<file path="config.mk">
export PLATFORM = sky130hd
export DESIGN_NAME = gpzda_top
export DESIGN_NICKNAME = d
export VERILOG_FILES = /design/src/verilog/nmea_pkg.sv /design/src/verilog/nmea_field_if.sv /design/src/verilog/ascii_decimal.sv /design/src/verilog/axil_zda_regs.sv /design/src/verilog/field_position_counter.sv /design/src/verilog/gpzda_top.sv /design/src/verilog/zda_sentence_fsm.sv /design/src/verilog/zda_time_capture.sv
export SDC_FILE = /design/constraint.sdc
export NUM_CORES = 1
export LEC_CHECK = 0
export ABC_CLOCK_PERIOD_IN_PS = 4000
export BUFFER_PORTS_ARGS = -buffer_cell sky130_fd_sc_hd__buf_2
export CAP_MARGIN = 20
export CORE_ASPECT_RATIO = 1.4
export CORE_MARGIN = 1.5
export CORE_UTILIZATION = 29
export DETAILED_ROUTE_END_ITERATION = 6
export GPL_ROUTABILITY_DRIVEN = 0
export HOLD_SLACK_MARGIN = 0.1
export PLACE_DENSITY = 0.41
export SYNTH_ARGS = -nofsm -noshare
export SYNTH_HDL_FRONTEND = slang
export SYNTH_HIERARCHICAL = 1
export SYNTH_SLANG_ARGS = --single-unit
</file>
<file path="constraint.sdc">
create_clock -name clk -period 4 [get_ports clk]
set_input_delay 0 -clock clk [delete_from_list [all_inputs] [get_ports clk]]
set_output_delay 0 -clock clk [all_outputs]
set_load 0.01 [all_outputs]
</file>
<file path="src/verilog/nmea_pkg.sv">
package nmea_pkg;

    // Framing characters of an NMEA 0183 sentence.
    localparam logic [7:0] CH_DOLLAR = 8'h24;   // starts every sentence.
    localparam logic [7:0] CH_COMMA  = 8'h2C;   // separates the fields.
    localparam logic [7:0] CH_STAR   = 8'h2A;   // precedes the two checksum digits.
    localparam logic [7:0] CH_CR     = 8'h0D;   // ends the sentence.

    // Length of the address field, as in GPZDA.
    localparam int HDR_LEN = 5;

    // Position widths on the field interface.
    localparam int FIELD_W = 3;
    localparam int CHAR_W  = 4;

    // Field indices counted from the address field, which is field 0.
    localparam logic [FIELD_W-1:0] FIELD_TIME  = 3'd1;  // hhmmss.ss
    localparam logic [FIELD_W-1:0] FIELD_DAY   = 3'd2;
    localparam logic [FIELD_W-1:0] FIELD_MONTH = 3'd3;
    localparam logic [FIELD_W-1:0] FIELD_YEAR  = 3'd4;

    // Register byte offsets of the host interface.
    localparam logic [4:0] REG_TIME   = 5'h00;
    localparam logic [4:0] REG_DATE   = 5'h04;
    localparam logic [4:0] REG_GOOD   = 5'h08;
    localparam logic [4:0] REG_BAD    = 5'h0C;
    localparam logic [4:0] REG_STATUS = 5'h10;

    // AXI response codes.
    localparam logic [1:0] RESP_OKAY   = 2'b00;
    localparam logic [1:0] RESP_SLVERR = 2'b10;

endpackage

</file>
<file path="src/verilog/nmea_field_if.sv">
`timescale 1ns/1ps

interface nmea_field_if;

    logic [7:0]                    ch;           // body character, never a comma.
    logic                          ch_valid;     // high for one cycle per character.
    logic [nmea_pkg::FIELD_W-1:0]  field_idx;    // zero outside a sentence body.
    logic [nmea_pkg::CHAR_W-1:0]   char_idx;     // position inside the field.
    logic                          field_start;  // first character of a field.

    modport source (output ch, ch_valid, field_idx, char_idx, field_start);
    modport sink   (input  ch, ch_valid, field_idx, char_idx, field_start);

endinterface

</file>
<file path="src/verilog/ascii_decimal.sv">
`timescale 1ns/1ps

module ascii_decimal #(
    parameter int DIGITS = 2
) (
    input  logic                            clk,
    input  logic                            rst,
    input  logic                            clear,
    input  logic [7:0]                      digit,
    input  logic                            digit_valid,
    output logic [$clog2(10**DIGITS)-1:0]   value
);

    logic [3:0]                          digit_val;
    logic [$clog2(10**DIGITS)+3:0]       next_val;   // room for the times-ten step.

    always_comb begin
        if (digit >= "0" && digit <= "9") begin
            digit_val = 4'(digit - "0");
        end else begin
            digit_val = 4'd0;    // a stray character counts as zero.
        end
    end

    // Most significant digit arrives first, so shift the value one decade up.
    assign next_val = value * 4'd10 + digit_val;

    always_ff @(posedge clk) begin
        if (rst || clear) begin
            value <= '0;
        end else if (digit_valid) begin
            value <= next_val[$clog2(10**DIGITS)-1:0];
        end
    end

    // The sentence start that clears the converter never carries a digit.
    a_no_clear_with_digit: assert property (
        @(posedge clk) disable iff (rst) !(clear && digit_valid));

endmodule

</file>
<file path="src/verilog/axil_zda_regs.sv">
`timescale 1ns/1ps

module axil_zda_regs (
    input  logic        clk,
    input  logic        rst,
    input  logic [4:0]  awaddr,
    input  logic        awvalid,
    output logic        awready,
    input  logic [31:0] wdata,
    input  logic [3:0]  wstrb,
    input  logic        wvalid,
    output logic        wready,
    output logic [1:0]  bresp,
    output logic        bvalid,
    input  logic        bready,
    input  logic [4:0]  araddr,
    input  logic        arvalid,
    output logic        arready,
    output logic [31:0] rdata,
    output logic [1:0]  rresp,
    output logic        rvalid,
    input  logic        rready,
    input  logic [7:0]  hours,
    input  logic [7:0]  minutes,
    input  logic [7:0]  seconds,
    input  logic [7:0]  day,
    input  logic [7:0]  month,
    input  logic [15:0] year,
    input  logic        valid,
    input  logic        commit,
    input  logic        reject
);

    logic [15:0] good_cnt;
    logic [15:0] bad_cnt;
    logic [31:0] rd_word;
    logic        rd_hit;
    logic        wr_fire;

    always_ff @(posedge clk) begin
        if (rst) begin
            good_cnt <= 16'd0;
            bad_cnt  <= 16'd0;
        end else begin
            if (commit) begin
                good_cnt <= good_cnt + 16'd1;
            end
            if (reject) begin
                bad_cnt <= bad_cnt + 16'd1;
            end
        end
    end

    always_comb begin
        rd_hit = 1'b1;
        case (araddr)
            nmea_pkg::REG_TIME:   rd_word = {8'h00, hours, minutes, seconds};
            nmea_pkg::REG_DATE:   rd_word = {year, month, day};
            nmea_pkg::REG_GOOD:   rd_word = {16'h0000, good_cnt};
            nmea_pkg::REG_BAD:    rd_word = {16'h0000, bad_cnt};
            nmea_pkg::REG_STATUS: rd_word = {31'd0, valid};
            default: begin
                rd_word = 32'd0;
                rd_hit  = 1'b0;
            end
        endcase
    end

    // One read in flight at a time.
    assign arready = !rvalid;

    always_ff @(posedge clk) begin
        if (rst) begin
            rvalid <= 1'b0;
        end else if (arvalid && arready) begin
            rvalid <= 1'b1;
        end else if (rready) begin
            rvalid <= 1'b0;
        end
    end

    always_ff @(posedge clk) begin
        if (arvalid && arready) begin
            rdata <= rd_word;
            rresp <= rd_hit ? nmea_pkg::RESP_OKAY : nmea_pkg::RESP_SLVERR;
        end
    end

    // Address and data are taken together; every register is read-only.
    assign wr_fire = awvalid && wvalid && !bvalid;
    assign awready = wr_fire;
    assign wready  = wr_fire;
    assign bresp   = nmea_pkg::RESP_SLVERR;

    always_ff @(posedge clk) begin
        if (rst) begin
            bvalid <= 1'b0;
        end else if (wr_fire) begin
            bvalid <= 1'b1;
        end else if (bready) begin
            bvalid <= 1'b0;
        end
    end

    a_rdata_hold: assert property (
        @(posedge clk) disable iff (rst) rvalid && !rready |=> $stable(rdata));

endmodule

</file>
<file path="src/verilog/field_position_counter.sv">
`timescale 1ns/1ps

module field_position_counter (
    input  logic       clk,
    input  logic       rst,
    input  logic [7:0] rx_data,
    input  logic       rx_valid,
    input  logic       in_body,
    nmea_field_if.source fld
);

    logic [nmea_pkg::FIELD_W-1:0] field_cnt;
    logic [nmea_pkg::CHAR_W-1:0]  char_cnt;
    logic                         fwd;

    assign fwd = in_body && rx_valid && (rx_data != nmea_pkg::CH_COMMA);

    // field_idx follows the counter every cycle, so it reads zero between sentences.
    assign fld.field_idx = field_cnt;

    always_ff @(posedge clk) begin
        if (rst) begin
            field_cnt    <= '0;
            char_cnt     <= '0;
            fld.ch_valid <= 1'b0;
        end else begin
            fld.ch_valid <= fwd;
            if (!in_body) begin
                field_cnt <= '0;
                char_cnt  <= '0;
            end else if (rx_valid && rx_data == nmea_pkg::CH_COMMA) begin
                if (field_cnt != '1) begin
                    field_cnt <= field_cnt + 1'b1;
                end
                char_cnt <= '0;
            end else if (rx_valid && char_cnt != '1) begin
                char_cnt <= char_cnt + 1'b1;  // holds at the top on long fields.
            end
        end
    end

    always_ff @(posedge clk) begin
        if (fwd) begin
            fld.ch          <= rx_data;
            fld.char_idx    <= char_cnt;
            fld.field_start <= (char_cnt == '0);
        end
    end

endmodule

</file>
<file path="src/verilog/gpzda_top.sv">
`timescale 1ns/1ps

module gpzda_top (
    input  logic        clk,
    input  logic        rst,
    input  logic [7:0]  rx_data,
    input  logic        rx_valid,
    input  logic [4:0]  awaddr,
    input  logic        awvalid,
    output logic        awready,
    input  logic [31:0] wdata,
    input  logic [3:0]  wstrb,
    input  logic        wvalid,
    output logic        wready,
    output logic [1:0]  bresp,
    output logic        bvalid,
    input  logic        bready,
    input  logic [4:0]  araddr,
    input  logic        arvalid,
    output logic        arready,
    output logic [31:0] rdata,
    output logic [1:0]  rresp,
    output logic        rvalid,
    input  logic        rready
);

    logic        in_body;
    logic        commit;
    logic        reject;
    logic [7:0]  hours;
    logic [7:0]  minutes;
    logic [7:0]  seconds;
    logic [7:0]  day;
    logic [7:0]  month;
    logic [15:0] year;
    logic        valid;

    nmea_field_if fld_bus ();

    zda_sentence_fsm u_fsm (
        .clk(clk), .rst(rst),
        .rx_data(rx_data), .rx_valid(rx_valid),
        .in_body(in_body), .commit(commit), .reject(reject)
    );

    field_position_counter u_pos (
        .clk(clk), .rst(rst),
        .rx_data(rx_data), .rx_valid(rx_valid),
        .in_body(in_body), .fld(fld_bus.source)
    );

    zda_time_capture u_cap (
        .clk(clk), .rst(rst), .fld(fld_bus.sink), .commit(commit),
        .hours(hours), .minutes(minutes), .seconds(seconds),
        .day(day), .month(month), .year(year), .valid(valid)
    );

    axil_zda_regs u_regs (
        .clk(clk), .rst(rst),
        .awaddr(awaddr), .awvalid(awvalid), .awready(awready),
        .wdata(wdata), .wstrb(wstrb), .wvalid(wvalid), .wready(wready),
        .bresp(bresp), .bvalid(bvalid), .bready(bready),
        .araddr(araddr), .arvalid(arvalid), .arready(arready),
        .rdata(rdata), .rresp(rresp), .rvalid(rvalid), .rready(rready),
        .hours(hours), .minutes(minutes), .seconds(seconds),
        .day(day), .month(month), .year(year), .valid(valid),
        .commit(commit), .reject(reject)
    );

endmodule

</file>
<file path="src/verilog/zda_sentence_fsm.sv">
`timescale 1ns/1ps

module zda_sentence_fsm (
    input  logic       clk,
    input  logic       rst,
    input  logic [7:0] rx_data,
    input  logic       rx_valid,
    output logic       in_body,
    output logic       commit,
    output logic       reject
);

    typedef enum logic [2:0] {
        ST_IDLE,
        ST_HEADER,
        ST_BODY,
        ST_CK_HI,
        ST_CK_LO
    } state_t;

    state_t     state;
    logic [2:0] hdr_cnt;     // characters of the address field seen so far.
    logic [7:0] xor_sum;     // running checksum over header and body.
    logic [3:0] ck_hi;       // first checksum digit.
    logic       ck_hi_ok;
    logic [4:0] nib;         // valid flag and value of the current hex digit.
    logic       body_end;

    // Returns {is_hex, value} for one ASCII character.
    function automatic logic [4:0] hex_nibble(input logic [7:0] c);
        logic [4:0] r;
        r = 5'd0;
        if (c >= "0" && c <= "9") begin
            r = {1'b1, 4'(c - "0")};
        end else if (c >= "A" && c <= "F") begin
            r = {1'b1, 4'(c - "A" + 8'd10)};
        end else if (c >= "a" && c <= "f") begin
            r = {1'b1, 4'(c - "a" + 8'd10)};
        end
        return r;
    endfunction

    function automatic logic [7:0] hdr_char(input logic [2:0] idx);
        case (idx)
            3'd0:    return "G";
            3'd1:    return "P";
            3'd2:    return "Z";
            3'd3:    return "D";
            default: return "A";
        endcase
    endfunction

    assign nib = hex_nibble(rx_data);

    assign body_end = rx_valid && (rx_data == nmea_pkg::CH_STAR ||
                                   rx_data == nmea_pkg::CH_DOLLAR ||
                                   rx_data == nmea_pkg::CH_CR);

    // The terminating byte itself is not part of the body.
    assign in_body = (state == ST_BODY) && !body_end;

    always_ff @(posedge clk) begin
        if (rst) begin
            state   <= ST_IDLE;
            hdr_cnt <= 3'd0;
            xor_sum <= 8'd0;
            commit  <= 1'b0;
            reject  <= 1'b0;
        end else begin
            commit <= 1'b0;
            reject <= 1'b0;
            if (rx_valid) begin
                if (rx_data == nmea_pkg::CH_DOLLAR) begin
                    state   <= ST_HEADER;  // restart from any state.
                    hdr_cnt <= 3'd0;
                    xor_sum <= 8'd0;
                end else begin
                    case (state)
                        ST_HEADER: begin
                            xor_sum <= xor_sum ^ rx_data;
                            hdr_cnt <= hdr_cnt + 3'd1;
                            if (rx_data != hdr_char(hdr_cnt)) begin
                                state <= ST_IDLE;   // another sentence type is skipped.
                            end else if (hdr_cnt == 3'(nmea_pkg::HDR_LEN - 1)) begin
                                state <= ST_BODY;
                            end
                        end
                        ST_BODY: begin
                            if (rx_data == nmea_pkg::CH_STAR) begin
                                state <= ST_CK_HI;
                            end else if (rx_data == nmea_pkg::CH_CR) begin
                                state <= ST_IDLE;   // no checksum, nothing to decide.
                            end else begin
                                xor_sum <= xor_sum ^ rx_data;
                            end
                        end
                        ST_CK_HI: begin
                            state <= ST_CK_LO;
                        end
                        ST_CK_LO: begin
                            state <= ST_IDLE;
                            if (ck_hi_ok && nib[4] && {ck_hi, nib[3:0]} == xor_sum) begin
                                commit <= 1'b1;
                            end else begin
                                reject <= 1'b1;
                            end
                        end
                        default: begin
                            state <= ST_IDLE;
                        end
                    endcase
                end
            end
        end
    end

    always_ff @(posedge clk) begin
        if (rx_valid && state == ST_CK_HI) begin
            ck_hi    <= nib[3:0];
            ck_hi_ok <= nib[4];
        end
    end

    a_commit_reject_excl: assert property (
        @(posedge clk) disable iff (rst) !(commit && reject));

endmodule

</file>
<file path="src/verilog/zda_time_capture.sv">
`timescale 1ns/1ps

module zda_time_capture (
    input  logic        clk,
    input  logic        rst,
    nmea_field_if.sink  fld,
    input  logic        commit,
    output logic [7:0]  hours,
    output logic [7:0]  minutes,
    output logic [7:0]  seconds,
    output logic [7:0]  day,
    output logic [7:0]  month,
    output logic [15:0] year,
    output logic        valid
);

    logic [4:0]  en2;           // hours, minutes, seconds, day, month.
    logic        en_year;
    logic [6:0]  val2 [5];
    logic [13:0] year_val;
    logic        body_q;
    logic        clear;
    logic        time_seen;

    // First cycle after the opening comma, before any digit of the sentence.
    assign clear = (fld.field_idx != '0) && !body_q;

    always_comb begin
        en2     = 5'd0;
        en_year = 1'b0;
        if (fld.ch_valid) begin
            case (fld.field_idx)
                nmea_pkg::FIELD_TIME: begin
                    if (fld.char_idx < 4'd6) begin
                        en2[fld.char_idx[2:1]] = 1'b1;  // two characters per unit.
                    end
                end
                nmea_pkg::FIELD_DAY:   en2[3]  = (fld.char_idx < 4'd2);
                nmea_pkg::FIELD_MONTH: en2[4]  = (fld.char_idx < 4'd2);
                nmea_pkg::FIELD_YEAR:  en_year = (fld.char_idx < 4'd4);
                default: ;
            endcase
        end
    end

    for (genvar i = 0; i < 5; i++) begin : g_two_digit
        ascii_decimal #(.DIGITS(2)) u_conv (
            .clk(clk), .rst(rst), .clear(clear),
            .digit(fld.ch), .digit_valid(en2[i]), .value(val2[i])
        );
    end

    ascii_decimal #(.DIGITS(4)) u_year (
        .clk(clk), .rst(rst), .clear(clear),
        .digit(fld.ch), .digit_valid(en_year), .value(year_val)
    );

    always_ff @(posedge clk) begin
        if (rst) begin
            body_q    <= 1'b0;
            time_seen <= 1'b0;
        end else begin
            body_q <= (fld.field_idx != '0);
            if (clear) begin
                time_seen <= 1'b0;
            end else if (fld.ch_valid && fld.field_start &&
                         fld.field_idx == nmea_pkg::FIELD_TIME) begin
                time_seen <= 1'b1;
            end
        end
    end

    // A receiver without a fix sends empty fields; those leave the outputs alone.
    always_ff @(posedge clk) begin
        if (rst) begin
            hours   <= 8'd0;
            minutes <= 8'd0;
            seconds <= 8'd0;
            day     <= 8'd0;
            month   <= 8'd0;
            year    <= 16'd0;
            valid   <= 1'b0;
        end else if (commit && time_seen) begin
            hours   <= {1'b0, val2[0]};
            minutes <= {1'b0, val2[1]};
            seconds <= {1'b0, val2[2]};
            day     <= {1'b0, val2[3]};
            month   <= {1'b0, val2[4]};
            year    <= {2'b00, year_val};
            valid   <= 1'b1;
        end
    end

endmodule
</file>
# After elaboration in Yosys (flattened, before gate mapping)
# Index checks and enable logic that the tools add are counted.
[totals]
ff_bits = 211
inputBits = 62
out_inout_bits = 41
wordCells = 187
[classes]
n_addsub = 17
n_mul = 6
magnitude_cmp = 13
n_eq_ne = 29
n_mux = 39
bitwise = 4
n_reduce_logical = 45
[op_table]
columns = ["cell", "count"]
rows = [
  ["one-hot mux 30 bit (5 select lines)", 1],
  ["2-to-1 mux 8 bit", 7],
  ["adder 7 x 4 -> 7 bit", 5],
  ["multiplier 7 x 3 -> 6 bit, second input constant", 5],
  ["adder 16 x 1 -> 16 bit, second input constant", 2],
  ["equality test 8 x 6 -> 1 bit, second input constant", 3],
  ["2-to-1 mux 3 bit", 8],
  ["logical AND 1 bit", 21],
  ["2-to-1 mux 5 bit", 4],
  ["one-hot mux 5 bit (4 select lines)", 1],
  ["equality test 3 x 2 -> 1 bit, second input constant", 6],
  ["greater-or-equal comparator 8 x 6 -> 1 bit, second input constant", 2],
  ["greater-or-equal comparator 8 x 7 -> 1 bit, second input constant", 2],
  ["less-or-equal comparator 8 x 6 -> 1 bit, second input constant", 2],
  ["less-or-equal comparator 8 x 7 -> 1 bit, second input constant", 2],
  ["one-hot mux 8 bit (2 select lines)", 1],
  ["subtractor 4 x 1 -> 4 bit, second input constant", 4],
  ["adder 14 x 4 -> 14 bit", 1],
  ["multiplier 14 x 3 -> 13 bit, second input constant", 1],
  ["equality test 5 x 4 -> 1 bit, second input constant", 2],
  ["2-to-1 mux 1 bit", 10],
  ["equality test 3 x 1 -> 1 bit, second input constant", 3],
  ["equality test 3 bit, second input constant", 3],
  ["one-hot mux 3 bit (3 select lines)", 1],
  ["other kinds (37)", 56],
]

# Depth between registers and ports, before layout
[logic_depth]
word_depth = 10
depth_mapped = 11
mapped_depth_nobuf = 11

# Modules after synthesis
# Netlist, hierarchy kept.
[by_module_without_submodules]
columns = ["module", "n_inst", "cells_per_inst", "area_per_inst_um2", "seq_area_each_um2"]
rows = [
  ["axil_zda_regs", 1, 290, 3309.4, 1671.6],
  ["ascii_decimal at u_cap.g_two_digit[0].u_conv ...", 5, 59, 546.8, 140.1],
  ["zda_time_capture", 1, 246, 2152.1, 1041.0],
  ["zda_sentence_fsm", 1, 179, 1599.0, 470.5],
  ["ascii_decimal at u_cap.u_year", 1, 147, 1330.0, 280.3],
  ["field_position_counter", 1, 69, 890.9, 550.5],
]

# Worst setup path after synthesis
# OpenSTA, ideal clock, no wires.
[synth_path]
path_type = "flip-flop to flip-flop"
from = "register u_fsm.state[1]"
to = "register u_pos.fld.ch[0], enable pin"
setup_ns = 0.402
arrival_ns = 2.480
t_required_ns = 3.598
path_slack_ns = 1.118
path_stages_with_launch = 6
path_buffers = 0
synth_period_minus_slack_ns = 2.882
cell_sequence = "dfxtp_1 > or3b_1 > a41o_1 > o21ai_0 > nor2b_1 > nor3b_1"
[synth_via]
elab_chain_len = 4
[synth_rtl]
columns = ["element", "line", "text"]
rows = [
  ["from (decl)", "zda_sentence_fsm.sv:21", "state_t state;"],
  ["from (signal assigned)", "zda_sentence_fsm.sv:64", "state <= ST_IDLE;"],
  ["from (signal assigned)", "zda_sentence_fsm.sv:74", "state <= ST_HEADER;"],
  ["from (signal assigned)", "zda_sentence_fsm.sv:83", "state <= ST_IDLE;"],
  ["equality test 3 x 2 -> 1 bit", "zda_sentence_fsm.sv:60", "assign in_body = (state == ST_BODY) && !body_end;"],
  ["logical AND 1 bit", "zda_sentence_fsm.sv:60", ""],
  ["net in_body", "gpzda_top.sv:27", "logic in_body;"],
  ["logical AND 1 bit (2 in a row)", "field_position_counter.sv:16", "assign fwd = in_body && rx_valid && (rx_data != nmea_pkg::CH_COMMA);"],
  ["net u_pos.fwd", "field_position_counter.sv:14", "logic fwd;"],
  ["to (signal assigned)", "field_position_counter.sv:44", "fld.ch <= rx_data;"],
  ["to (decl)", "nmea_field_if.sv:11", "modport source (output ch, ch_valid, field_idx, char_idx, field_start);"],
]
# The timed path passes the listed nets, and every way through them passes these cells.
# A chain may end at the register's enable or synchronous reset.

# Final worst setup path
[layout_path]
from = "register u_cap.u_year.value[1]"
to = "register u_cap.u_year.value[13]"
[layout_via]
elab_chain_len = 2
[layout_rtl]
columns = ["element", "line", "text"]
rows = [
  ["from (decl)", "ascii_decimal.sv:11", "output logic [$clog2(10**DIGITS)-1:0] value"],
  ["from (signal assigned)", "ascii_decimal.sv:32", "value <= next_val[$clog2(10**DIGITS)-1:0];"],
  ["multiplier 14 x 3 -> 13 bit", "ascii_decimal.sv:26", "assign next_val = value * 4'd10 + digit_val;"],
  ["adder 14 x 4 -> 14 bit", "ascii_decimal.sv:26", ""],
]
# Every way passes these cells.

==> flow_metrics.env <==
export IMPL_status="completed"
export IMPL_reg2reg_slack_ns=0.86
export IMPL_power_density_nw_per_um2=338.2
export IMPL_place_ws_ns=0.8575
export IMPL_layout_drive_gt1_share=0.1641
export IMPL_hold_depth=3
export IMPL_wirelength_mm=28.46
export IMPL_clockBufferDepth=3
export IMPL_nets=1432
export IMPL_final_common_cell="dfxtp_1"
export IMPL_hp_class="primary input to flop"
export IMPL_r2r_start="u_cap/u_year/value[1]"
export IMPL_fin_ws_ns=0.8595
export IMPL_path_max_fanout=5
export IMPL_finalSetupTns_ns=0
export IMPL_cts_buffers=24
export IMPL_drv_slew=0
export IMPL_die_width_um=174.8
export IMPL_final_hold_violation_count=0
export IMPL_clkSinkCount=209
export IMPL_synthCells=1225
export IMPL_criticalPathCategory="flop to flop"
export IMPL_worstPathArrival_ns=3.58
export IMPL_ir_worst_vdd_uv=302.2
export IMPL_post_route_min_period_ns=3.141
export IMPL_first_iter_violations=458
export IMPL_syn_avg_cell_area_um2=9.784
export IMPL_drv_cap=0
export IMPL_period_share=0.7851
export IMPL_final_setup_skew_ns=0.01153
export IMPL_htreeDepth=1
export IMPL_worst_skew_pair_late_latency_ns=0.51
export IMPL_vias=8840
export IMPL_tightest_slew_ns=1.038
export IMPL_wire_per_inst_um=15.48
export IMPL_grt_pass1_wl_mm=47.47
export IMPL_r2r_end="u_cap/u_year/value[13]"
export IMPL_via_per_inst=4.810
export IMPL_cts_root_buf="clkbuf_16"
export IMPL_antenna_found_initial=0
export IMPL_io_pins=103
export IMPL_ys_warn_count=6
export IMPL_fp_dieH_um=243.5
export IMPL_clk_pin_slew_ns=0.06
export IMPL_grt_max_degree=51
export IMPL_maxSlewHeadroom=0.3057
export IMPL_reg2reg_depth=9
export IMPL_overflow=0
export IMPL_ant_nets=0
export IMPL_cts_tree="yes"
export IMPL_core_um2=40490
export IMPL_grt_pass1_vias=9085
export IMPL_syn_area_um2=11990
export IMPL_area_growth_synth_to_final_pct=13.98
export IMPL_max_freq_mhz=318.4
export IMPL_start_kind="flop"
export IMPL_route_detailed_drc=0
export IMPL_rows=87
export IMPL_io_buffers=58
export IMPL_grt_total_usage=0.1368
export IMPL_die_area_um2=42570
export IMPL_diodes=0
export IMPL_crit_path_end_kind="flop"
export IMPL_cts_resized=0
export IMPL_whs_endpoint="u_regs/rdata[14]"
export IMPL_holdCritStartpoint="araddr[3]"
export IMPL_rsz0062_at_grt="false"
export IMPL_setup_violations=0
export IMPL_layout_common_cells="dfxtp_1, nand2_1, nor2_1"
export IMPL_cp_required_ns=4.44
export IMPL_firstDrtPassIters=4
export IMPL_start_util=0.2960
export IMPL_p_leak_nw=5.108
export IMPL_hpwl_mm=20.56
-- critical path, stage by stage (launching register included) --
cell	delay, ns
dfxtp_1	0.44
ha_1	0.28
ha_1	0.24
fa_1	0.43
a21o_1	0.20
a21oi_1	0.23
xnor2_1	0.26
nand4_1	0.25
or4_1	0.56
a31oi_1	0.17
-- per-stage QoR --
step | area, um^2 | util | std cells | hold WS, ns | power, mW
after floorplan | 12010 | - | 1232 | 0.07238 | 2.381
after global placement | 12650 | 0.3125 | 1774 | 0.1994 | 2.448
after detailed placement | 12650 | 0.3125 | 1774 | 0.1909 | 2.449
after CTS | 13660 | 0.3374 | 1838 | 0.2337 | 4.722
after global routing | 13660 | 0.3374 | 1838 | 0.2630 | 4.825
final | 13660 | 0.3374 | 1838 | 0.2571 | 4.620
-- report_power, final --
group	internal [mW]	switching, mW	leakage, nW
sequential	2.18	0.0119	1.76
combinational	0.0771	0.140	2.96
clock	1.32	0.884	0.384
total	3.58	1.04	5.11
-- worst max path at each step --
stage / slack (ns) / start / cells after the start / endpoint
2_1_floorplan: 1.16 / u_cap/u_year/value[1] / 9 / u_cap/u_year/value[13]
3_3_place_gp: 0.93 / u_cap/u_year/value[1] / 9 / u_cap/u_year/value[13]
3_5_place_dp: 0.86 / u_cap/u_year/value[1] / 9 / u_cap/u_year/value[13]
4_1_cts: 0.82 / u_cap/u_year/value[1] / 9 / u_cap/u_year/value[13]
5_1_grt: 0.61 / u_pos/fld.ch[1] / 12 / u_cap/u_year/value[13]
6_report: 0.86 / u_cap/u_year/value[1] / 9 / u_cap/u_year/value[13]
-- registers in the layout (all words and copies together) (netlist names), 4 cells and up --
register and cells:
u_cap/day 7, u_cap/minutes 7, u_regs/good_cnt 16, u_cap/g_two_digit.u_conv/value 35
u_fsm/ck_hi 4, u_cap/year 14, u_regs/rdata 32, u_cap/hours 7
u_regs/bad_cnt 16, u_fsm/xor_sum 8, u_cap/u_year/value 14, u_pos/fld.ch 8
u_pos/char_cnt 4, u_cap/month 7, u_cap/seconds 7
-- per-layer routing --
layer | global-route usage | part of all wire | wire [um] | vias to the layer above
met1 | 0.1618 | 0.44 | 12530 | 4218
li1 | - | - | - | 4486
met5 | 0 | 0 | 0 | -
met4 | 0.03695 | 0.018 | 510 | 0
met2 | 0.2578 | 0.52 | 14680 | 107
met3 | 0.01514 | 0.026 | 743 | 29
-- cell type report --
cell class / count / area [um^2]
multi-input cells: 920 / 6765
clock inverters: 8 / 78.83
clock buffers: 36 / 726.9
flip-flops and latches: 209 / 4684
inverters: 41 / 153.9
well taps: 534 / 668.1
fillers: 4226 / 26830
repair buffers: 90 / 583.1
-- what timing repair did --
action                    CTS  global route
hold buffers               20             0
setup buffers               0             0
hold endpoints to repair   97             0
No activity file was read; power rests on OpenSTA's default activity.
